File: src/verilog/state_cache_cfg.svh
`ifndef STATE_CACHE_CFG_SVH
`define STATE_CACHE_CFG_SVH

// Lookup key width, one table entry per key
`define STATE_CACHE_KEY_WID 8

// Flow ID width, sets the size of the ID pool
`define STATE_CACHE_ID_WID 4

// Lookup context FIFO depth
`define STATE_CACHE_CTXT_DEPTH 4

// Statistics counter width
`define STATE_CACHE_CNT_WID 32

`endif

File: src/verilog/state_cache_pkg.sv
`include "state_cache_cfg.svh"

package state_cache_pkg;

    // ----------------------------------------
    // Basic types
    // ----------------------------------------
    typedef logic [`STATE_CACHE_KEY_WID-1:0] key_t;

    typedef logic [`STATE_CACHE_ID_WID-1:0] id_t;

    // Statistics counter
    typedef logic [`STATE_CACHE_CNT_WID-1:0] cnt_t;

    // Allocated ID count, one bit wider than an ID so a full pool fits
    typedef logic [`STATE_CACHE_ID_WID:0] fill_t;

    // ----------------------------------------
    // Lookup context
    // ----------------------------------------
    // Held from acceptance until the table result returns
    typedef struct packed {
        key_t key;
        logic back_to_back;
    } lookup_ctxt_t;

endpackage : state_cache_pkg

File: src/verilog/table_update_if.sv
`timescale 1ns/1ps

interface table_update_if
    import state_cache_pkg::*;
();
    // Single-cycle write strobe
    logic upd_req;
    // Insert when high, delete when low
    logic upd_insert;
    // Key to insert, unused on delete
    key_t upd_key;
    id_t  upd_id;

    modport resolver (
        output upd_req,
        output upd_insert,
        output upd_key,
        output upd_id
    );

    // Key table side
    modport tbl (
        input upd_req,
        input upd_insert,
        input upd_key,
        input upd_id
    );

endinterface : table_update_if
File: src/verilog/key_table.sv
`timescale 1ns/1ps
`include "state_cache_cfg.svh"

module key_table
    import state_cache_pkg::*;
(
    input  logic          clk,
    input  logic          htable_srst,

    // Lookup request
    input  logic          i_lookup_req,
    input  key_t          i_lookup_key,
    output logic          o_lookup_rdy,

    // Read result towards the resolver
    output logic          o_rd_ack,
    output logic          o_rd_hit,
    output id_t           o_rd_id,

    // Table writes
    table_update_if.tbl   upd
);

    localparam int NUM_KEYS = 2 ** `STATE_CACHE_KEY_WID;
    localparam int NUM_IDS  = 2 ** `STATE_CACHE_ID_WID;

    // ----------------------------------------
    // Storage
    // ----------------------------------------
    // Forward map, indexed directly by key
    logic entry_valid [NUM_KEYS];
    id_t  entry_id    [NUM_KEYS];

    // Reverse map, ID back to its key
    key_t reverse [NUM_IDS];

    logic init_done;
    key_t init_key;

    logic s1_valid;
    key_t s1_key;

    key_t del_key;

    // ----------------------------------------
    // Init sweep
    // ----------------------------------------
    always_ff @(posedge clk) begin
        if (htable_srst) begin
            init_done <= 1'b0;
            init_key  <= '0;
        end else if (!init_done) begin
            init_key <= init_key + 1'b1;
            // Last entry cleared this cycle
            if (init_key == key_t'(NUM_KEYS - 1)) begin
                init_done <= 1'b1;
            end
        end
    end

    assign o_lookup_rdy = init_done;

    // ----------------------------------------
    // Table write port
    // ----------------------------------------
    // Entry owned by the ID being deleted
    assign del_key = reverse[upd.upd_id];

    always_ff @(posedge clk) begin
        if (!init_done) begin
            entry_valid[init_key] <= 1'b0;
        end else if (upd.upd_req) begin
            if (upd.upd_insert) begin
                entry_valid[upd.upd_key] <= 1'b1;
            end else begin
                entry_valid[del_key] <= 1'b0;
            end
        end
    end

    // ID payload and reverse map only change on insert
    always_ff @(posedge clk) begin
        if (upd.upd_req && upd.upd_insert) begin
            entry_id[upd.upd_key] <= upd.upd_id;
            reverse[upd.upd_id]   <= upd.upd_key;
        end
    end

    // ----------------------------------------
    // Lookup pipeline
    // ----------------------------------------
    // Stage 1 captures the request, stage 2 registers the entry
    always_ff @(posedge clk) begin
        if (htable_srst) begin
            s1_valid <= 1'b0;
            o_rd_ack <= 1'b0;
            o_rd_hit <= 1'b0;
        end else begin
            s1_valid <= i_lookup_req && init_done;
            o_rd_ack <= s1_valid;
            o_rd_hit <= s1_valid && entry_valid[s1_key];
        end
    end

    always_ff @(posedge clk) begin
        s1_key  <= i_lookup_key;
        o_rd_id <= entry_id[s1_key];
    end

endmodule : key_table

File: src/verilog/lookup_resolver.sv
`timescale 1ns/1ps
`include "state_cache_cfg.svh"

module lookup_resolver
    import state_cache_pkg::*;
(
    input  logic            clk,
    input  logic            htable_srst,

    // Accepted lookup
    input  logic            i_lookup_accept,
    input  key_t            i_lookup_key,

    // Table read result
    input  logic            i_rd_ack,
    input  logic            i_rd_hit,
    input  id_t             i_rd_id,

    // Context FIFO
    input  lookup_ctxt_t    i_ctxt,
    output logic            o_ctxt_wr,
    output lookup_ctxt_t    o_ctxt,

    // ID free list
    input  id_t             i_id_free,
    input  logic            i_id_empty,
    output logic            o_id_pop,
    output logic            o_id_push,
    output id_t             o_id_push_data,

    // Delete by ID
    input  logic            i_delete_req,
    input  id_t             i_delete_id,
    output logic            o_delete_rdy,

    input  logic            i_cnt_clear,

    // Lookup result
    output logic            o_lookup_ack,
    output logic            o_lookup_valid,
    output logic            o_lookup_new,
    output id_t             o_lookup_id,

    // Status
    output fill_t           o_fill,
    output cnt_t            o_cnt_req,
    output cnt_t            o_cnt_existing,
    output cnt_t            o_cnt_new,
    output cnt_t            o_cnt_not_tracked,

    table_update_if.resolver upd
);

    localparam int NUM_IDS = 2 ** `STATE_CACHE_ID_WID;

    // Counter slots
    localparam int NUM_CNT         = 4;
    localparam int CNT_REQ         = 0;
    localparam int CNT_EXISTING    = 1;
    localparam int CNT_NEW         = 2;
    localparam int CNT_NOT_TRACKED = 3;

    logic               last_key_valid;
    key_t               last_key;
    logic               last_valid;
    id_t                last_id;
    logic               b2b_hit;
    logic               insert_req;
    logic               delete_accept;
    logic               id_init_done;
    id_t                id_init_cnt;
    fill_t              fill;
    logic [NUM_CNT-1:0] cnt_evt;
    cnt_t               cnt [NUM_CNT];

    // ----------------------------------------
    // Lookup context
    // ----------------------------------------
    assign o_ctxt_wr           = i_lookup_accept;
    assign o_ctxt.key          = i_lookup_key;
    assign o_ctxt.back_to_back = last_key_valid && (i_lookup_key == last_key);

    always_ff @(posedge clk) begin
        if (htable_srst) begin
            last_key_valid <= 1'b0;
        end else if (i_lookup_accept) begin
            last_key_valid <= 1'b1;
        end
    end

    always_ff @(posedge clk) begin
        if (i_lookup_accept) begin
            last_key <= i_lookup_key;
        end
    end

    // Previous cycle's result, valid only if it came right before
    always_ff @(posedge clk) begin
        if (htable_srst) begin
            last_valid <= 1'b0;
        end else begin
            last_valid <= o_lookup_ack && o_lookup_valid;
        end
    end

    always_ff @(posedge clk) begin
        if (o_lookup_ack) begin
            last_id <= o_lookup_id;
        end
    end

    // ----------------------------------------
    // Result selection
    // ----------------------------------------
    // Insert of the previous key is not yet visible in the table
    assign b2b_hit    = i_ctxt.back_to_back && last_valid;
    assign insert_req = i_rd_ack && !i_rd_hit && !b2b_hit && !i_id_empty;

    always_comb begin
        o_lookup_valid = 1'b0;
        o_lookup_new   = 1'b0;
        o_lookup_id    = '0;
        if (i_rd_ack) begin
            if (i_rd_hit) begin
                o_lookup_valid = 1'b1;
                o_lookup_id    = i_rd_id;
            end else if (b2b_hit) begin
                o_lookup_valid = 1'b1;
                o_lookup_id    = last_id;
            end else if (!i_id_empty) begin
                o_lookup_valid = 1'b1;
                o_lookup_new   = 1'b1;
                o_lookup_id    = i_id_free;
            end
        end
    end

    assign o_lookup_ack = i_rd_ack;

    // ----------------------------------------
    // ID free list
    // ----------------------------------------
    // Fill the pool with IDs 0 upwards after reset
    always_ff @(posedge clk) begin
        if (htable_srst) begin
            id_init_done <= 1'b0;
            id_init_cnt  <= '0;
        end else if (!id_init_done) begin
            id_init_cnt <= id_init_cnt + 1'b1;
            if (id_init_cnt == id_t'(NUM_IDS - 1)) begin
                id_init_done <= 1'b1;
            end
        end
    end

    // Inserts win the table write port
    assign o_delete_rdy  = id_init_done && !insert_req;
    assign delete_accept = i_delete_req && o_delete_rdy;

    assign o_id_pop       = insert_req;
    assign o_id_push      = !id_init_done || delete_accept;
    assign o_id_push_data = id_init_done ? i_delete_id : id_init_cnt;

    // Table write
    assign upd.upd_req    = insert_req || delete_accept;
    assign upd.upd_insert = insert_req;
    assign upd.upd_key    = i_ctxt.key;
    assign upd.upd_id     = insert_req ? i_id_free : i_delete_id;

    // ----------------------------------------
    // Fill and statistics
    // ----------------------------------------
    always_ff @(posedge clk) begin
        if (htable_srst) begin
            fill <= '0;
        end else if (insert_req) begin
            fill <= fill + 1'b1;
        end else if (delete_accept) begin
            fill <= fill - 1'b1;
        end
    end

    assign o_fill = fill;

    // Events registered once, counted a cycle after the ack
    always_ff @(posedge clk) begin
        if (htable_srst) begin
            cnt_evt <= '0;
        end else begin
            cnt_evt[CNT_REQ]         <= o_lookup_ack;
            cnt_evt[CNT_EXISTING]    <= o_lookup_ack && o_lookup_valid && !o_lookup_new;
            cnt_evt[CNT_NEW]         <= insert_req;
            cnt_evt[CNT_NOT_TRACKED] <= o_lookup_ack && !o_lookup_valid;
        end
    end

    always_ff @(posedge clk) begin
        for (int i = 0; i < NUM_CNT; i++) begin
            if (htable_srst || i_cnt_clear) begin
                cnt[i] <= '0;
            end else if (cnt_evt[i]) begin
                cnt[i] <= cnt[i] + 1'b1;
            end
        end
    end

    assign o_cnt_req         = cnt[CNT_REQ];
    assign o_cnt_existing    = cnt[CNT_EXISTING];
    assign o_cnt_new         = cnt[CNT_NEW];
    assign o_cnt_not_tracked = cnt[CNT_NOT_TRACKED];

endmodule : lookup_resolver

File: src/verilog/state_cache.sv
`timescale 1ns/1ps
`include "state_cache_cfg.svh"

module state_cache
    import state_cache_pkg::*;
(
    input  logic  clk,
    input  logic  htable_srst,

    input  logic  i_lookup_req,
    input  key_t  i_lookup_key,
    input  logic  i_delete_req,
    input  id_t   i_delete_id,
    input  logic  i_cnt_clear,

    output logic  o_lookup_rdy,
    output logic  o_lookup_ack,
    output logic  o_lookup_valid,
    output logic  o_lookup_new,
    output id_t   o_lookup_id,
    output logic  o_delete_rdy,
    output logic  o_init_done,
    output fill_t o_fill,
    output cnt_t  o_cnt_req,
    output cnt_t  o_cnt_existing,
    output cnt_t  o_cnt_new,
    output cnt_t  o_cnt_not_tracked
);

    logic         lookup_accept;
    logic         rd_ack;
    logic         rd_hit;
    id_t          rd_id;
    logic         ctxt_wr;
    lookup_ctxt_t ctxt_in;
    lookup_ctxt_t ctxt_out;
    logic         id_pop;
    logic         id_push;
    id_t          id_push_data;
    id_t          id_free;
    logic         id_empty;

    table_update_if upd_if ();

    // Ready once the table sweep is done
    assign o_init_done   = o_lookup_rdy;
    assign lookup_accept = i_lookup_req && o_lookup_rdy;

    key_table table0 (
        .clk          (clk),
        .htable_srst  (htable_srst),
        .i_lookup_req (i_lookup_req),
        .i_lookup_key (i_lookup_key),
        .o_lookup_rdy (o_lookup_rdy),
        .o_rd_ack     (rd_ack),
        .o_rd_hit     (rd_hit),
        .o_rd_id      (rd_id),
        .upd          (upd_if.tbl)
    );

    // Lookup context, popped with each read result
    sync_fifo #(
        .payload_t (lookup_ctxt_t),
        .DEPTH     (`STATE_CACHE_CTXT_DEPTH)
    ) ctxt_fifo0 (
        .clk         (clk),
        .htable_srst (htable_srst),
        .i_wr        (ctxt_wr),
        .i_wr_data   (ctxt_in),
        .i_rd        (rd_ack),
        .o_rd_data   (ctxt_out),
        .o_empty     ()
    );

    // Free ID pool
    sync_fifo #(
        .payload_t (id_t),
        .DEPTH     (2 ** `STATE_CACHE_ID_WID)
    ) id_fifo0 (
        .clk         (clk),
        .htable_srst (htable_srst),
        .i_wr        (id_push),
        .i_wr_data   (id_push_data),
        .i_rd        (id_pop),
        .o_rd_data   (id_free),
        .o_empty     (id_empty)
    );

    lookup_resolver resolver0 (
        .clk               (clk),
        .htable_srst       (htable_srst),
        .i_lookup_accept   (lookup_accept),
        .i_lookup_key      (i_lookup_key),
        .i_rd_ack          (rd_ack),
        .i_rd_hit          (rd_hit),
        .i_rd_id           (rd_id),
        .i_ctxt            (ctxt_out),
        .o_ctxt_wr         (ctxt_wr),
        .o_ctxt            (ctxt_in),
        .i_id_free         (id_free),
        .i_id_empty        (id_empty),
        .o_id_pop          (id_pop),
        .o_id_push         (id_push),
        .o_id_push_data    (id_push_data),
        .i_delete_req      (i_delete_req),
        .i_delete_id       (i_delete_id),
        .o_delete_rdy      (o_delete_rdy),
        .i_cnt_clear       (i_cnt_clear),
        .o_lookup_ack      (o_lookup_ack),
        .o_lookup_valid    (o_lookup_valid),
        .o_lookup_new      (o_lookup_new),
        .o_lookup_id       (o_lookup_id),
        .o_fill            (o_fill),
        .o_cnt_req         (o_cnt_req),
        .o_cnt_existing    (o_cnt_existing),
        .o_cnt_new         (o_cnt_new),
        .o_cnt_not_tracked (o_cnt_not_tracked),
        .upd               (upd_if.resolver)
    );

endmodule : state_cache

File: src/verilog/sync_fifo.sv
`timescale 1ns/1ps

module sync_fifo #(
    parameter type payload_t = logic,
    parameter int  DEPTH     = 4
) (
    input  logic     clk,
    input  logic     htable_srst,

    input  logic     i_wr,
    input  payload_t i_wr_data,

    input  logic     i_rd,
    output payload_t o_rd_data,
    output logic     o_empty
);

    localparam int PTR_WID = (DEPTH > 1) ? $clog2(DEPTH) : 1;
    localparam int CNT_WID = $clog2(DEPTH + 1);

    payload_t           mem [DEPTH];
    logic [PTR_WID-1:0] wr_ptr;
    logic [PTR_WID-1:0] rd_ptr;
    logic [CNT_WID-1:0] count;
    logic               do_wr;
    logic               do_rd;

    // Pointer increment with wrap for any depth
    function automatic logic [PTR_WID-1:0] ptr_inc(input logic [PTR_WID-1:0] ptr);
        ptr_inc = (ptr == PTR_WID'(DEPTH - 1)) ? '0 : ptr + 1'b1;
    endfunction

    assign do_rd = i_rd && !o_empty;
    // A full FIFO still takes a write when a read frees a slot
    assign do_wr = i_wr && ((count != CNT_WID'(DEPTH)) || do_rd);

    always_ff @(posedge clk) begin
        if (do_wr) begin
            mem[wr_ptr] <= i_wr_data;
        end
    end

    always_ff @(posedge clk) begin
        if (htable_srst) begin
            wr_ptr <= '0;
            rd_ptr <= '0;
            count  <= '0;
        end else begin
            if (do_wr) begin
                wr_ptr <= ptr_inc(wr_ptr);
            end
            if (do_rd) begin
                rd_ptr <= ptr_inc(rd_ptr);
            end
            if (do_wr && !do_rd) begin
                count <= count + 1'b1;
            end else if (do_rd && !do_wr) begin
                count <= count - 1'b1;
            end
        end
    end

    // Head of queue shown without a read
    assign o_rd_data = mem[rd_ptr];
    assign o_empty   = (count == '0);

endmodule : sync_fifo

File: config.mk
export PLATFORM = sky130hd
export DESIGN_NAME = state_cache
export DESIGN_NICKNAME = d
export VERILOG_FILES = /design/src/verilog/state_cache_pkg.sv /design/src/verilog/table_update_if.sv /design/src/verilog/key_table.sv /design/src/verilog/lookup_resolver.sv /design/src/verilog/state_cache.sv /design/src/verilog/sync_fifo.sv
export VERILOG_INCLUDE_DIRS = /design/src /design/src/verilog
export SDC_FILE = /design/constraint.sdc
export NUM_CORES = 2
export LEC_CHECK = 0
export CORE_AREA = 2 2 348 350
export CTS_BUF_LIST = sky130_fd_sc_hd__clkbuf_8
export DETAILED_ROUTE_END_ITERATION = 12
export DIE_AREA = 0 0 350 352
export DONT_BUFFER_PORTS = 1
export GPL_TIMING_DRIVEN = 0
export PLACE_DENSITY = 0.81
export SYNTH_ARGS = -nofsm -noshare
export SYNTH_HDL_FRONTEND = slang
export SYNTH_HIERARCHICAL = 1
export SYNTH_SLANG_ARGS = --single-unit
File: constraint.sdc
create_clock -name clk -period 7.3 [get_ports clk]
set_input_delay 1.46 -clock clk [delete_from_list [all_inputs] [get_ports clk]]
set_output_delay 1.46 -clock clk [all_outputs]
set_load 0.03 [all_outputs]
==> metrics.csv <==
metric,value,unit
worst-slew-pin-transition,1.58,ns
detailedPlace.worstSlack,0.464,ns
count_of_port_buffers_added_during_placement,0,
drt_first_pass_iters,8,
reg2reg_depth,17,
timing.hold.worst_path_depth,2,
detailroute.wirelength.met2,83.5,mm
timing.final.crit_period,6.91,ns
syn-num-nets,4114,
detail_route.wirelength.met1,60.4,mm
maxClockFrequency,145,MHz
timing.final.hold_violations,0,
grt-ovfl-total,0,
areaGrowthSynthToFinish,10.3,%
totalWireLength,175,mm
fp-row-count,127,
globalRouteTotalUtil,28.4,%
timing.max_slew.rel_slack,-5.25,%
top_layer_used,met5,
p_per_area,248,mW/mm2
clk_pin_slew_worst_paths,0.06,ns
post-route-worst-setup-slack,0.393,ns
grt_first_pass_wirelength,256,mm
die-area,0.123,mm2
ys.warnings.count,6,
ir_drop,0.204,mV
power.leakage,24.8,nW
floorplan.core_area,0.119,mm2
dp.final_hpwl,112,mm
global_placer_s_final_weighted_congestion,0.896,
floorplan.die.width,350,um
cts-root-to-sink-buffers,4,
cp.required,7.92,ns
floorplan.initialDensity,59.7,%
avg_vias_per_cell,6.58,
cts_made_buffers,285,
hold_start,resolver0/last_key_valid$_SDFFE_PP0P_,
number_of_global_route_vias_before_repair,40800,
timing.final.max_slew_violations,33,
hold_critical_path_endpoint,resolver0/last_key_valid$_SDFFE_PP0P_,
grt_setup_unrepaired,no,
status,"complete, but fails checks",
clk-insertion-delay-late,0.97,ns
postSynthAreaPerCell,17.5,um2
regToRegEndpoint,table0/entry_valid[132]$_DFFE_PP_,
crit_fanout,109,
tritoncts_num_sinks,1714,
routed_wire_length_per_instance,28.3,um
skew,0.0828,ns
synthCells,4069,
placement.cell_area,0.0735,mm2
drt_initial_violations,6480,
count_of_placed_standard_cells_including_taps,5687,
final.fill_count,7516,
cts-hold-fix-buffers,0,
met3WireLength,21.9,mm
violated_checks,"capacitance limit, slew limit",
worstSetupPathType,reg2reg,
grt_start_max_net_pins,154,
cts_setup_buffers,0,
worst_setup_path_start_kind,flop,
reg2reg_slack,0.39,ns
die_height,352,um
vias,40600,
worstSetupEndpointType,flop,
finalSetupViolCount,0,
worst_r2r_startpoint,id_fifo0/count[0]$_SDFFE_PP0P_,
final_cells,6167,
mappedNetlistArea,0.0712,mm2
io-pin-count,160,
holdCritPathClass,reg2reg,
cts_tree,yes,
min_period_over_period,94.6,%
number_of_antenna_violations_at_the_first_check_in_global_routing,4,
layout.nets,4408,
worst-endpoint-arrival,7.53,ns
drive_above_1_share,20.7,%
antenna_left,0,
root_buffer,sky130_fd_sc_hd__clkbuf_8,
timing.max_cap.violations,3,
route.detailed.drc,0,
design_area,0.0786,mm2
cts_max_level,5,
fin_total_pwr,19.5,mW
-- critical path, cell delays in order (launching register included) --
cell and delay, ns:
sky130_fd_sc_hd__dfxtp_1 0.35, sky130_fd_sc_hd__or4_4 0.54, sky130_fd_sc_hd__buf_6 0.14, sky130_fd_sc_hd__nor2_1 0.28, sky130_fd_sc_hd__nand3b_1 0.31, sky130_fd_sc_hd__clkbuf_1 0.49, sky130_fd_sc_hd__nand2_1 0.24, sky130_fd_sc_hd__nand2_8 0.49
sky130_fd_sc_hd__clkbuf_1 0.48, sky130_fd_sc_hd__buf_2 0.39, sky130_fd_sc_hd__mux4_1 0.40, sky130_fd_sc_hd__mux4_2 0.58, sky130_fd_sc_hd__o21ai_1 0.22, sky130_fd_sc_hd__nand2_1 0.28, sky130_fd_sc_hd__or3_1 0.42, sky130_fd_sc_hd__clkbuf_1 0.18
sky130_fd_sc_hd__clkbuf_1 0.45, sky130_fd_sc_hd__nor2_1 0.27
-- metal layers --
| layer | GRT usage [%] | vias to the layer above |
|---|---|---|
| li1 | - | 16600 |
| met3 | 7.76 | 581 |
| met5 | 0 | - |
| met1 | 36.5 | 20400 |
| met4 | 14.5 | 6 |
| met2 | 44.7 | 2960 |
-- power by group --
group / internal [mW] / total, mW / switching, mW
clock: 4.04 / 7.68 / 3.64
combinational: 0.327 / 0.873 / 0.546
sequential: 10.8 / 10.9 / 0.128
total: 15.2 / 19.5 / 4.31
-- state kept, by name (all words and copies together), names as in the netlist, 5 cells and up, named ones only --
name	cells
id_fifo0/count	5
ctxt_fifo0/mem	36
table0/entry_valid	256
table0/init_key	8
table0/entry_id	1024
table0/s1_key	8
resolver0/cnt	128
resolver0/o_fill	5
resolver0/last_key	8
id_fifo0/mem	64
table0/reverse	128
-- area by class of cell --
type	count	area, um2	share of cell area, %
Sequential cell	1714	50800	64.7
Buffer	263	1340	1.70
Clock buffer	298	4100	5.22
Inverter	26	100	0.127
Antenna cell	3	7.51	0.00956
Multi-Input combinational cell	2066	19000	24.2
Timing Repair Buffer	7	193	0.245
Tap cell	1612	2020	2.57
Clock inverter	178	946	1.20
-- placed cells by master (no fill, tap or decap), types with 17 or more instances in the layout --
master / count
sky130_fd_sc_hd__a22oi_1: 34
sky130_fd_sc_hd__buf_4: 26
sky130_fd_sc_hd__nor3_1: 48
sky130_fd_sc_hd__buf_2: 58
sky130_fd_sc_hd__inv_1: 102
sky130_fd_sc_hd__clkinv_1: 59
sky130_fd_sc_hd__buf_6: 17
sky130_fd_sc_hd__nor2_1: 661
sky130_fd_sc_hd__edfxtp_1: 1648
sky130_fd_sc_hd__mux2i_1: 46
sky130_fd_sc_hd__mux4_2: 411
sky130_fd_sc_hd__clkinv_2: 27
sky130_fd_sc_hd__dfxtp_1: 66
sky130_fd_sc_hd__nand2_1: 127
sky130_fd_sc_hd__and2_1: 20
sky130_fd_sc_hd__mux4_1: 20
sky130_fd_sc_hd__xor2_1: 88
sky130_fd_sc_hd__nor2b_1: 27
sky130_fd_sc_hd__clkbuf_8: 298
sky130_fd_sc_hd__nand3_1: 87
sky130_fd_sc_hd__and4_1: 17
sky130_fd_sc_hd__or3_1: 39
sky130_fd_sc_hd__buf_1: 24
sky130_fd_sc_hd__a21oi_1: 64
sky130_fd_sc_hd__ha_1: 25
sky130_fd_sc_hd__and3_1: 35
sky130_fd_sc_hd__nand4_1: 38
sky130_fd_sc_hd__xnor2_1: 42
sky130_fd_sc_hd__clkbuf_1: 132
sky130_fd_sc_hd__o21ai_0: 30
-- per-stage QoR --
stage	util, %	hold slack [ns]	TNS, ns
after CTS	65.8	0.464	0
after global routing	65.8	0.487	0
after global placement	61.4	0.452	-887.65
after floorplan	-	0.432	0
final	65.8	0.488	0
after detailed placement	61.6	0.458	0
-- how the worst max path moves through the flow --
stage / from / to / slack, ns / cells past startpoint
floorplan: id_fifo0/count[0]$_SDFFE_PP0P_ / table0/entry_valid[54]$_DFFE_PP_ / 0.66 / 17
detailed placement: id_fifo0/count[0]$_SDFFE_PP0P_ / table0/entry_valid[36]$_DFFE_PP_ / 0.46 / 17
CTS: id_fifo0/count[0]$_SDFFE_PP0P_ / table0/entry_valid[36]$_DFFE_PP_ / 0.44 / 17
global route: flop / table0/entry_valid[132]$_DFFE_PP_ / 0.01 / 17
global placement: flop / table0/entry_valid[36]$_DFFE_PP_ / -1.88 / 17
finish: id_fifo0/count[0]$_SDFFE_PP0P_ / table0/entry_valid[132]$_DFFE_PP_ / 0.39 / 17
-- repair_timing --
action	4_1_cts	5_1_grt
gates resized for setup	0	2
endpoints found under the hold margin	0	0
setup endpoints to repair	0	2
Note: power is estimated with default switching activity, not from simulation.
